`src/rtl/modulation_pkg.sv`:
```
// shared definitions for the pre-charge modulation sequencer
// holds the config word, the phase encoding, the result record and
// the monitor bus layout, along with the switch and mux constants
// every rtl file refers to these by scoped name

`default_nettype none

package modulation_pkg;

  //////////////////////////////
  // switch and mux constants
  //////////////////////////////

  // pre-charge switch levels
  localparam logic SW_PC_BOOT   = 1'b0;
  localparam logic SW_PC_SIGNAL = 1'b1;

  // pc-out sits on S1 of the upper mux bank
  localparam logic [3:0] S1_INDEX = 4'd0;
  localparam logic [3:0] AZMUX_HI = 4'd8 + S1_INDEX;

  //////////////////////////////
  // config, phase, result
  //////////////////////////////

  // one configuration word, 61 bits
  typedef struct packed {
    logic [23:0] precharge_len;  // cycles per boot, settle or protect phase
    logic [31:0] sample_len;     // cycles per sample phase
    logic [3:0]  azmux_lo;       // mux code outside the hi phases
    logic        run;            // keep cycling after the current cycle
  } cfg_t;

  // sequencer phase, also shown on monitor bits 7..5
  typedef enum logic [2:0] {
    IDLE      = 3'd0,
    BOOT      = 3'd1,
    SETTLE    = 3'd2,
    SAMPLE_HI = 3'd3,
    PROTECT   = 3'd4,
    SAMPLE_LO = 3'd5,
    DONE      = 3'd6
  } phase_t;

  // one measurement record, 80 bits
  typedef struct packed {
    logic [15:0] seq_num;   // wraps
    logic [31:0] hi_count;  // comparator high cycles in sample hi
    logic [31:0] lo_count;  // comparator high cycles in sample lo
  } result_t;

  // monitor bus layout, msb first
  typedef struct packed {
    phase_t     code;       // bits 7..5
    logic [2:0] spare;      // bits 4..2, held low
    logic       hi_sample;  // bit 1, sample hi only
    logic       hi_window;  // bit 0, settle through sample hi
  } monitor_t;

endpackage

`default_nettype wire

```
`src/rtl/meas_accumulator.sv`:
```
// comparator counter for the two sample phases
// counts clock cycles with comp high during sample hi and sample lo,
// then offers the counts as one result record while the sequencer
// sits in done, and keeps busy high until the result fifo takes it

`default_nettype none

module meas_accumulator (
  input  wire                      clk,
  input  wire                      reset,
  input  modulation_pkg::phase_t   phase,
  // comparator, already synchronous to clk
  input  wire                      comp,
  // result stream to the output fifo
  output logic                     res_valid,
  input  wire                      res_ready,
  output modulation_pkg::result_t  res_data,
  // back-pressure to the sequencer
  output logic                     busy
);

  logic [31:0] hi_count;
  logic [31:0] lo_count;
  logic [15:0] seq_num;
  // a lo sample has run and its record is not yet taken
  logic        pending;
  logic        accept;

  //////////////////////////////
  // counters
  //////////////////////////////

  // cleared on every boot, frozen outside the sample phases
  // so they hold the record through done
  always_ff @(posedge clk)
  begin
    case (phase)
      modulation_pkg::BOOT:
      begin
        hi_count <= 32'd0;
        lo_count <= 32'd0;
      end
      modulation_pkg::SAMPLE_HI:
        hi_count <= hi_count + {31'd0, comp};
      modulation_pkg::SAMPLE_LO:
        lo_count <= lo_count + {31'd0, comp};
      default:
      begin
        hi_count <= hi_count;
        lo_count <= lo_count;
      end
    endcase
  end

  //////////////////////////////
  // record handoff
  //////////////////////////////

  // the last lo cycle lands in lo_count on the edge into done,
  // so the record is complete on the first done cycle
  assign res_valid = pending && (phase == modulation_pkg::DONE);
  assign accept    = res_valid && res_ready;

  // busy only while the record waits, the accepting cycle releases done
  assign busy = res_valid && !res_ready;

  always_comb
  begin
    res_data.seq_num  = seq_num;
    res_data.hi_count = hi_count;
    res_data.lo_count = lo_count;
  end

  always_ff @(posedge clk or posedge reset)
  begin
    if (reset)
    begin
      pending <= 1'b0;
      seq_num <= 16'd0;
    end
    else
    begin
      if (phase == modulation_pkg::SAMPLE_LO)
        pending <= 1'b1;
      else if (accept)
        pending <= 1'b0;
      // numbering wraps at 16 bits
      if (accept)
        seq_num <= seq_num + 16'd1;
    end
  end

endmodule

`default_nettype wire

```
`src/rtl/modulation_seq.sv`:
```
// phase sequencer for the pre-charge modulation cycle
// steps boot, settle, sample hi, protect and sample lo from one config
// word, then waits in done until the accumulator has handed off its record
// switch, mux, led and monitor are registered and change on phase entry

`default_nettype none

module modulation_seq (
  input  wire                   clk,
  input  wire                   reset,
  // config stream from the input fifo
  input  wire                   cfg_valid,
  output logic                  cfg_ready,
  input  modulation_pkg::cfg_t  cfg_data,
  // accumulator handshake
  input  wire                   acc_busy,
  output modulation_pkg::phase_t phase,
  // front end pins
  output logic                  sw_pc_ctl,
  output logic [3:0]            azmux,
  output logic                  led0,
  output logic [7:0]            monitor
);

  // active config and phase down-counter
  modulation_pkg::cfg_t     cfg_act;
  modulation_pkg::cfg_t     cfg_nxt;
  modulation_pkg::phase_t   phase_nxt;
  logic [31:0]              cnt;
  logic [31:0]              cnt_nxt;
  modulation_pkg::monitor_t mon_q;
  modulation_pkg::monitor_t mon_nxt;

  // a zero length still gives one cycle
  function automatic logic [31:0] pc_len(input modulation_pkg::cfg_t c);
    logic [31:0] len;
    len = {8'd0, c.precharge_len};
    return (len == 32'd0) ? 32'd1 : len;
  endfunction

  function automatic logic [31:0] smp_len(input modulation_pkg::cfg_t c);
    return (c.sample_len == 32'd0) ? 32'd1 : c.sample_len;
  endfunction

  //////////////////////////////
  // next phase
  //////////////////////////////

  always_comb
  begin
    phase_nxt = phase;
    cfg_nxt   = cfg_act;
    cnt_nxt   = cnt;
    cfg_ready = 1'b0;
    case (phase)
      modulation_pkg::IDLE:
      begin
        // always ready, a config without run just updates the active word
        cfg_ready = 1'b1;
        if (cfg_valid)
        begin
          cfg_nxt = cfg_data;
          if (cfg_data.run)
          begin
            phase_nxt = modulation_pkg::BOOT;
            cnt_nxt   = pc_len(cfg_data);
          end
        end
      end
      // pc to boot, protect the signal before the mux moves
      modulation_pkg::BOOT:
        if (cnt == 32'd1)
        begin
          phase_nxt = modulation_pkg::SETTLE;
          cnt_nxt   = pc_len(cfg_act);
        end
        else
          cnt_nxt = cnt - 32'd1;
      // mux onto pc-out while the switch still protects
      modulation_pkg::SETTLE:
        if (cnt == 32'd1)
        begin
          phase_nxt = modulation_pkg::SAMPLE_HI;
          cnt_nxt   = smp_len(cfg_act);
        end
        else
          cnt_nxt = cnt - 32'd1;
      // pc to signal, hi measurement
      modulation_pkg::SAMPLE_HI:
        if (cnt == 32'd1)
        begin
          phase_nxt = modulation_pkg::PROTECT;
          cnt_nxt   = pc_len(cfg_act);
        end
        else
          cnt_nxt = cnt - 32'd1;
      // back to boot before the mux drops to lo
      modulation_pkg::PROTECT:
        if (cnt == 32'd1)
        begin
          phase_nxt = modulation_pkg::SAMPLE_LO;
          cnt_nxt   = smp_len(cfg_act);
        end
        else
          cnt_nxt = cnt - 32'd1;
      modulation_pkg::SAMPLE_LO:
        if (cnt == 32'd1)
          phase_nxt = modulation_pkg::DONE;
        else
          cnt_nxt = cnt - 32'd1;
      modulation_pkg::DONE:
        // held here while the record cannot be handed off
        if (!acc_busy)
        begin
          cfg_ready = 1'b1;
          if (cfg_valid)
            cfg_nxt = cfg_data;
          if (cfg_nxt.run)
          begin
            phase_nxt = modulation_pkg::BOOT;
            cnt_nxt   = pc_len(cfg_nxt);
          end
          else
            phase_nxt = modulation_pkg::IDLE;
        end
      default:
        phase_nxt = modulation_pkg::IDLE;
    endcase
  end

  // monitor view of the coming phase
  always_comb
  begin
    mon_nxt.code      = phase_nxt;
    mon_nxt.spare     = 3'b000;
    mon_nxt.hi_sample = (phase_nxt == modulation_pkg::SAMPLE_HI);
    mon_nxt.hi_window = (phase_nxt == modulation_pkg::SETTLE) ||
                        (phase_nxt == modulation_pkg::SAMPLE_HI);
  end

  //////////////////////////////
  // state and pin registers
  //////////////////////////////

  always_ff @(posedge clk or posedge reset)
  begin
    if (reset)
    begin
      phase     <= modulation_pkg::IDLE;
      cfg_act   <= '0;
      cnt       <= 32'd0;
      sw_pc_ctl <= modulation_pkg::SW_PC_BOOT;
      azmux     <= 4'd0;
      led0      <= 1'b0;
      mon_q     <= '0;
    end
    else
    begin
      phase   <= phase_nxt;
      cfg_act <= cfg_nxt;
      cnt     <= cnt_nxt;
      mon_q   <= mon_nxt;
      // signal goes through only in sample hi
      sw_pc_ctl <= (phase_nxt == modulation_pkg::SAMPLE_HI) ?
                   modulation_pkg::SW_PC_SIGNAL : modulation_pkg::SW_PC_BOOT;
      led0      <= (phase_nxt == modulation_pkg::SAMPLE_HI);
      // pc-out selected for the hi window, lo input everywhere else
      azmux     <= mon_nxt.hi_window ? modulation_pkg::AZMUX_HI : cfg_nxt.azmux_lo;
    end
  end

  assign monitor = mon_q;

endmodule

`default_nettype wire

```
`src/rtl/modulation_top.sv`:
```
// top level of the pre-charge modulation sequencer
// config words enter through a small fifo, the sequencer drives the
// pre-charge switch and the az mux, the accumulator counts the comparator
// and its records leave through a second fifo
// fifo depths are set here and passed down

`default_nettype none

module modulation_top #(
  parameter int CFG_DEPTH = 2,
  parameter int RES_DEPTH = 4
) (
  input  wire                      clk,
  input  wire                      reset,
  // config stream in
  input  wire                      cfg_valid,
  output logic                     cfg_ready,
  input  modulation_pkg::cfg_t     cfg_data,
  // result stream out
  output logic                     res_valid,
  input  wire                      res_ready,
  output modulation_pkg::result_t  res_data,
  // comparator and front end pins
  input  wire                      comp,
  output logic                     sw_pc_ctl,
  output logic [3:0]               azmux,
  output logic                     led0,
  output logic [7:0]               monitor
);

  // config fifo to sequencer
  logic                     cfg_q_valid;
  logic                     cfg_q_ready;
  modulation_pkg::cfg_t     cfg_q_data;

  // sequencer to accumulator
  modulation_pkg::phase_t   phase;
  logic                     acc_busy;

  // accumulator to result fifo
  logic                     res_in_valid;
  logic                     res_in_ready;
  modulation_pkg::result_t  res_in_data;

  //////////////////////////////
  // input side
  //////////////////////////////

  stream_fifo #(
    .payload_t (modulation_pkg::cfg_t),
    .DEPTH     (CFG_DEPTH)
  ) u_cfg_fifo (
    .clk       (clk),
    .reset     (reset),
    .in_valid  (cfg_valid),
    .in_ready  (cfg_ready),
    .in_data   (cfg_data),
    .out_valid (cfg_q_valid),
    .out_ready (cfg_q_ready),
    .out_data  (cfg_q_data)
  );

  modulation_seq u_seq (
    .clk       (clk),
    .reset     (reset),
    .cfg_valid (cfg_q_valid),
    .cfg_ready (cfg_q_ready),
    .cfg_data  (cfg_q_data),
    .acc_busy  (acc_busy),
    .phase     (phase),
    .sw_pc_ctl (sw_pc_ctl),
    .azmux     (azmux),
    .led0      (led0),
    .monitor   (monitor)
  );

  //////////////////////////////
  // output side
  //////////////////////////////

  meas_accumulator u_acc (
    .clk       (clk),
    .reset     (reset),
    .phase     (phase),
    .comp      (comp),
    .res_valid (res_in_valid),
    .res_ready (res_in_ready),
    .res_data  (res_in_data),
    .busy      (acc_busy)
  );

  // a full result fifo holds the accumulator busy, which stalls done
  stream_fifo #(
    .payload_t (modulation_pkg::result_t),
    .DEPTH     (RES_DEPTH)
  ) u_res_fifo (
    .clk       (clk),
    .reset     (reset),
    .in_valid  (res_in_valid),
    .in_ready  (res_in_ready),
    .in_data   (res_in_data),
    .out_valid (res_valid),
    .out_ready (res_ready),
    .out_data  (res_data)
  );

endmodule

`default_nettype wire

```
`src/rtl/stream_fifo.sv`:
```
// small valid/ready fifo used on both stream ends of the sequencer
// the payload type is a parameter so one block carries both the
// config words and the result records
// a push and a pop may share a cycle, also when the buffer is full

`default_nettype none

module stream_fifo #(
  parameter type payload_t = logic [7:0],
  parameter int  DEPTH     = 2
) (
  input  wire      clk,
  input  wire      reset,
  // write side
  input  wire      in_valid,
  output logic     in_ready,
  input  payload_t in_data,
  // read side
  output logic     out_valid,
  input  wire      out_ready,
  output payload_t out_data
);

  // pointer and occupancy widths
  localparam int AW = (DEPTH > 1) ? $clog2(DEPTH) : 1;
  localparam int CW = $clog2(DEPTH + 1);

  payload_t        mem [DEPTH];
  logic [AW-1:0]   wr_ptr;
  logic [AW-1:0]   rd_ptr;
  logic [CW-1:0]   count;
  logic            full;
  logic            push;
  logic            pop;

  assign full      = (count == CW'(DEPTH));
  assign out_valid = (count != '0);
  assign out_data  = mem[rd_ptr];

  // full only blocks the writer if nothing leaves this cycle
  assign in_ready  = !full || out_ready;

  assign push = in_valid && in_ready;
  assign pop  = out_valid && out_ready;

  // storage array
  always_ff @(posedge clk)
  begin
    if (push)
      mem[wr_ptr] <= in_data;
  end

  // pointers and occupancy
  always_ff @(posedge clk or posedge reset)
  begin
    if (reset)
    begin
      wr_ptr <= '0;
      rd_ptr <= '0;
      count  <= '0;
    end
    else
    begin
      if (push)
        wr_ptr <= (wr_ptr == AW'(DEPTH - 1)) ? '0 : wr_ptr + 1'b1;
      if (pop)
        rd_ptr <= (rd_ptr == AW'(DEPTH - 1)) ? '0 : rd_ptr + 1'b1;
      // count moves only when exactly one side fires
      if (push && !pop)
        count <= count + 1'b1;
      else if (pop && !push)
        count <= count - 1'b1;
    end
  end

endmodule

`default_nettype wire

```
`config.mk`:
```
export PLATFORM = sky130hd
export DESIGN_NAME = modulation_top
export DESIGN_NICKNAME = d
export VERILOG_FILES = /design/src/rtl/modulation_pkg.sv /design/src/rtl/meas_accumulator.sv /design/src/rtl/modulation_seq.sv /design/src/rtl/modulation_top.sv /design/src/rtl/stream_fifo.sv
export SDC_FILE = /design/constraint.sdc
export NUM_CORES = 1
export LEC_CHECK = 0
export CAP_MARGIN = 5
export CORE_AREA = 2 2 256 195
export DETAILED_ROUTE_END_ITERATION = 12
export DIE_AREA = 0 0 258 197
export DONT_BUFFER_PORTS = 1
export PLACE_DENSITY = 0.76
export SLEW_MARGIN = 20
export SYNTH_ARGS = -nofsm -noshare
export SYNTH_HDL_FRONTEND = slang
export SYNTH_SLANG_ARGS = --single-unit
```
`constraint.sdc`:
```
create_clock -name clk -period 5.87 [get_ports clk]
set_input_delay 0.587 -clock clk [delete_from_list [all_inputs] [get_ports clk]]
set_output_delay 0.587 -clock clk [all_outputs]
set_load 0.02 [all_outputs]
```
* Word level (Yosys, flattened, before mapping)
Memories as Yosys holds them, arrays and structs flattened.
Cells that the tools add are included.
** Word-level totals
- Latch bits :: 0
- Bits of input ports :: 66
- Output and inout bits :: 96
- Memory bits (read-only) :: 0
- Memories :: 2
- Bits in writable memories :: 442
- Flip-flop bits (word level) :: 195
** Memory list
- u_res_fifo.mem :: words 4, width 80, read ports 1, clocked after Yosys merged registers in 0, write ports 1, line stream_fifo.sv:28 : payload_t mem [DEPTH];
- u_cfg_fifo.mem :: words 2, width 61, read ports 1, clocked after Yosys merged registers in 0, write ports 1, line stream_fifo.sv:28
** Operators by class
- Divide/modulo/power cells :: 0
- Equal/unequal tests :: 18
- Bitwise operators :: 0
- $add $sub $neg :: 12
- Order comparisons :: 0
- Shift operators :: 0
- Muxes and demuxes :: 47
- Multipliers :: 0
- Reductions and logical operators :: 38
** Operator list (count)
- 32-bit two-way mux :: 8
- 61-bit two-way mux :: 4
- 32-bit case mux with 5 select lines :: 1
- 32-bit case mux with 2 select lines :: 2
- 61-bit case mux with 2 select lines :: 1
- 24-bit zero test :: 3
- 24-bit two-way mux :: 3
- 32-bit by 1-bit adder with 32-bit output :: 2
- 32-bit by 1-bit == test with 1-bit output (second input constant) :: 1
- 32-bit zero test :: 1
- 32-bit by 1-bit subtractor with 32-bit output (second input constant) :: 1
- 3-bit two-way mux :: 10
- 3-bit case mux with 7 select lines :: 1
- 16-bit by 1-bit adder with 16-bit output (second input constant) :: 1
- 2-bit nonzero test :: 7
- 3-bit by 2-bit == test with 1-bit output (second input constant) :: 4
- 3-bit == test (second input constant) :: 4
- 1-bit two-way mux :: 11
- 1-bit logical AND :: 10
- 2-bit two-way mux :: 4
- 2-bit inequality test (second input constant) :: 4
- 1-bit zero test :: 7
- 2-bit by 1-bit adder with 2-bit output (second input constant) :: 3
- 2-bit == test (second input constant) :: 3
- 15 further kinds :: 19

* Depth between registers and ports, before layout
- Word-level depth :: 13
- Gate-level depth with buffers :: 12

* Modules after synthesis
Synthesis repeated with hierarchy kept, for this count alone.
** Second synthesis, totals
- Cells, all modules :: 1803
- Area total of the unflattened synthesis :: 26884.5 µm²
** By module, submodules not included
- stream_fifo at u_res_fifo :: cells an instance 458, sequential area each 9784.4 µm², times used 1, area an instance 11952.7 µm²
- modulation_seq :: cells an instance 717, sequential area each 2552.4 µm², times used 1, area an instance 5879.4 µm²
- stream_fifo at u_cfg_fifo :: cells an instance 209, sequential area each 3763.6 µm², times used 1, area an instance 4633.2 µm²
- meas_accumulator :: cells an instance 419, sequential area each 2347.3 µm², times used 1, area an instance 4419.2 µm²

* Least setup slack after synthesis
No wires, ideal clock.
- Path kind :: reg2reg
- Start :: register u_seq.phase[2]
- End :: memory u_cfg_fifo.mem[0][0] (netlist bit) (enable)
- Library setup time :: 480 ps
- Cell stages (with the launch flop) :: 9
- Arrival :: 4136 ps
- Clock period less this slack :: 4616 ps
- Slack :: 1254 ps
- Path through :: dfrtp_1 > clkbuf_1 > nand2_1 > a21oi_1 > o21bai_1 > clkbuf_1 > nand3b_1 > nand2_1 > nor2_1
** Between the ends
- Cells in the longest elaborated chain, start to end :: 9
- Elaborated cells on any way between the ends :: 10
** Ends and longest elaborated chain
- start: declaration :: line modulation_seq.sv:17 : output modulation_pkg::phase_t phase,
- start signal: assignment :: line modulation_seq.sv:149 : phase <= modulation_pkg::IDLE;
- start signal: assignment :: line modulation_seq.sv:159 : phase <= phase_nxt;
- 3-bit == test :: line meas_accumulator.sv:61, modulation_seq.sv:55
- 1-bit logical AND :: line meas_accumulator.sv:61 : assign res_valid = pending && (phase == modulation_pkg::DONE);
- 1-bit logical AND :: line meas_accumulator.sv:65 : assign busy = res_valid && !res_ready;
- 1-bit two-way mux :: line modulation_seq.sv:113 : if (!acc_busy)
- 1-bit case mux with 2 select lines (*) :: line modulation_seq.sv:55 : case (phase)
- 1-bit logical OR (*) :: line stream_fifo.sv:41 : assign in_ready = !full || out_ready;
- net cfg_ready :: line modulation_top.sv:17 : output logic cfg_ready,
- 1-bit logical AND (*) :: line stream_fifo.sv:43 : assign push = in_valid && in_ready;
- 1-bit two-way mux (*) :: line stream_fifo.sv:49 : if (push)
- 1-bit two-way mux (not written as such) (*) :: line stream_fifo.sv:50 : mem[wr_ptr] <= in_data;
- end: declaration :: line stream_fifo.sv:28
Mark *: on every way through the listed nets, which the timed path passes. The rest lies on a longest branch.

* Worst setup path after layout
- Start :: register u_seq.phase[1]
- End :: memory u_res_fifo.mem[0][14] (netlist bit) (enable)
** Between the ends
- Cells in the longest elaborated chain, start to end :: 5
** Ends and longest elaborated chain (line)
- 3-bit == test :: meas_accumulator.sv:61
- 1-bit logical AND :: meas_accumulator.sv:61
- 1-bit logical AND :: stream_fifo.sv:43
- 1-bit two-way mux :: stream_fifo.sv:49
- 1-bit two-way mux (not written as such) :: stream_fifo.sv:50
- end: declaration :: stream_fifo.sv:28
No other way between the ends.

==> results.sh <==
export IMPL_outcome="complete, no violations"
export IMPL_die_h_um=197
export IMPL_avgSynthCellArea_sq_um=15.3
export IMPL_cpPeakStageDelay_ns=0.87
export IMPL_whs_endpoint="u_cfg_fifo.mem[1][60]"
export IMPL_cap_viol_max_count=0
export IMPL_hold_viol=0
export IMPL_synth_xor_area_share_pct=2.60
export IMPL_yosysWarningCount=0
export IMPL_grt_pass1_vias=14500
export IMPL_routed_wl_um=56400
export IMPL_final_nets=1799
export IMPL_path_cells="and3b_1 > nand3b_1 > inv_1 > and2_4 > buf_4"
export IMPL_total_power_mw=12.3
export IMPL_reg2reg_depth=5
export IMPL_fin_tns_setup_ns=0
export IMPL_fmax_ghz=0.265
export IMPL_io_buffers=0
export IMPL_grt_pass1_wl_um=86600
export IMPL_cp_max_fo=57
export IMPL_die_area_sq_mm=0.0508
export IMPL_grt_antenna_before_repair=0
export IMPL_crit_path_end_kind="register"
export IMPL_first_pass_iters=6
export IMPL_synthFlopType="edfxtp_1"
export IMPL_final_setup_viol_count=0
export IMPL_cts_clk_slew_worst_paths_ns=0.06
export IMPL_synth_cell_types=74
export IMPL_cp_slowest_cell="dfrtp_1"
export IMPL_grt_start_max_net_pins=75
export IMPL_start_kind="register"
export IMPL_num_vias=14700
export IMPL_synthMuxAreaShare_pct=9.95
export IMPL_r2r_slack_ns=2.10
export IMPL_synth_async_reset_ratio_pct=20.4
export IMPL_mostFrequentLayoutCells="edfxtp_1, nand2_1, dfrtp_1, o21ai_0, nor2_1"
export IMPL_final_common_cell="edfxtp_1"
export IMPL_drtIter0Drc=1562
export IMPL_clock_latency_ns=0.63
export IMPL_core_sq_mm=0.0483
export IMPL_placed_cell_area_sq_mm=0.0269
export IMPL_fill_cells=3553
export IMPL_initial_core_util_pct=54.5
export IMPL_cts_root_buf="clkbuf_16"
export IMPL_wl_per_cell_um=23.4
export IMPL_yosys_area_top_type="edfxtp_1"
export IMPL_synthTopCellsByArea="edfxtp_1, dfrtp_1, mux4_2"
export IMPL_seq_area_frac_synth_pct=70.2
export IMPL_cts_max_path_buffers=3
export IMPL_yosys_area_top_type_share_pct=57.8
export IMPL_synth_area_sq_mm=0.0263
export IMPL_die_w_um=258
export IMPL_ys_ff_latch=636
export IMPL_ir_worst_vdd_mv=0.307
export IMPL_power_density_mw_per_mm2=428
export IMPL_grtUsageTotal_pct=22.3
export IMPL_hold_depth=0
export IMPL_num_rows=70
export IMPL_synth_edf_count=506
export IMPL_fin_crit_ns=3.77
export IMPL_dp_hpwl_um=35800
export IMPL_drive_gt1_share_pct=12.9
export IMPL_relSlewSlack_pct=25.6
export IMPL_synth_top_family_by_area="multiplexers"
export IMPL_ios=162
export IMPL_final_max_slew_violation_count=0
export IMPL_r2r_start="u_seq.phase[1]"
export IMPL_synthSimpleGateAreaFrac_pct=8.81
export IMPL_remaining_drc_errors=0
export IMPL_syn2layout_area_growth_pct=9.41
export IMPL_synth_compound_area_share_pct=5.94
export IMPL_overflow=0
export IMPL_cts_sinks=636
export IMPL_synth_cells=1720
export IMPL_synth_fa_ha_area_share_pct=0.743
export IMPL_htreeDepth=2
export IMPL_worstPathArrival_ns=4.04
export IMPL_holdCritStartpoint="cfg_data[60]"
export IMPL_min_period_over_period_pct=64.2
export IMPL_cts_setup_buffers=0
export IMPL_cts_resized=0
export IMPL_leakage_nw=10.2
export IMPL_rsz0062_at_grt="false"
export IMPL_final_area_sq_mm=0.0288
export IMPL_drt_vias_per_instance=6.08
export IMPL_ant_nets=0
export IMPL_holdBufCountCts=1
export IMPL_hold_class="in -> reg"
export IMPL_place_gp_congestion=0.933
export IMPL_diodes=0
export IMPL_r2r_end="u_res_fifo.mem[0][14]"
export IMPL_tritoncts="done"
export IMPL_crit_required_ns=6.14
export IMPL_critical_path_class="reg -> reg"
export IMPL_cts_buffers=58
export IMPL_fin_skew_ns=0.0272
export IMPL_tightest_slew_ns=1.11
## kinds of logic (layout without fill, tap and decap cells)
kind of cell	count (synthesis)	in the layout
other	1	3
AOI/OAI and AO/OA	259	259
DFF	636	636
xor gates and xnor gates	78	78
adders and majority gates	15	15
buffers and inverters	102	145
muxes	159	159
and+or+nand+nor	470	470
## worst max-delay path by stage
stage / startpoint / slack [ns] / endpoint
finish: u_seq.phase[1] / 2.10 / u_res_fifo.mem[0][14]
global route: u_seq.phase[1] / 1.84 / u_res_fifo.mem[1][10]
CTS: u_seq.phase[1] / 2.17 / u_res_fifo.mem[0][8]
detailed placement: u_seq.phase[1] / 2.20 / u_res_fifo.mem[0][11]
global placement: u_seq.phase[1] / 2.33 / u_res_fifo.mem[1][10]
floorplan: u_seq.phase[2] / 1.25 / u_cfg_fifo.mem[0][0]
## synth_stat cells (6+ instances only)
library cell  instances
a21o_1                6
a21oi_1              41
a22o_1                7
a22oi_1              19
a31oi_1               7
and2_1               11
and3_1               21
and4_1                8
buf_1                12
buf_2                10
buf_4                 9
clkbuf_1             52
dfrtp_1             130
edfxtp_1            506
ha_1                 14
inv_1                15
mux2_2               17
mux2i_1              62
mux4_2               80
nand2_1             135
nand3_1              38
nand4_1              22
nor2_1              116
nor3_1               35
nor4_1               30
o21ai_0             118
o22ai_1              17
or3_1                19
xnor2_1              35
xor2_1               43
## power breakdown
part | internal, mW | switching (mW)
clock network | 2.00 | 1.62
logic | 1.05 | 1.61
registers | 5.42 | 0.616
total | 8.48 | 3.84
## critical path: cells and delay by family, from the launching register on
family	cells	cell delay, ns
and+or+nand+nor	3	1.63
DFF	1	0.87
buffers and inverters	2	0.81
## metrics by stage
stage	utilization (%)	worst slack (ns)	hold slack [ns]	instances
after CTS	59.5	2.17	0.0225	2412
after global routing	59.6	1.84	0.0352	2413
final	59.6	2.10	0.0581	2413
after floorplan	-	1.25	0.446	1722
after detailed placement	55.8	2.20	0.476	2304
after global placement	55.8	2.33	0.469	2304
## routing by layer
metal / wire (um) / GRT usage, % / up-vias
li1: - / - / 6617
met1: 24000 / 31.6 / 7399
met2: 26400 / 35.0 / 579
met3: 4730 / 5.32 / 86
met4: 1200 / 6.38 / 0
met5: 0 / 0 / -
## area by class of cell
cell class / count / area [sq um] / area share [%]
Multi-Input combinational cell: 984 / 7420 / 25.8
Timing Repair Buffer: 23 / 188 / 0.653
Inverter: 15 / 61.3 / 0.213
Tap cell: 648 / 811 / 2.82
Clock inverter: 33 / 258 / 0.896
Clock buffer: 74 / 1550 / 5.40
Sequential cell: 636 / 18500 / 64.2
## sequential cells by signal (all words and copies together) (netlist names)
signal / count
u_acc.seq_num: 16
u_seq.azmux: 4
u_seq.cfg_act: 61
u_seq.monitor: 1
u_cfg_fifo.count: 2
u_acc.lo_count: 32
u_cfg_fifo.rd_ptr: 1
u_seq.phase: 3
u_acc.pending: 1
u_acc.hi_count: 32
u_res_fifo.wr_ptr: 2
u_seq.led0: 1
u_seq.cnt: 32
u_res_fifo.count: 3
u_res_fifo.rd_ptr: 2
u_cfg_fifo.mem: 122
u_res_fifo.mem: 320
u_cfg_fifo.wr_ptr: 1
(Power assumes the default switching activity.)
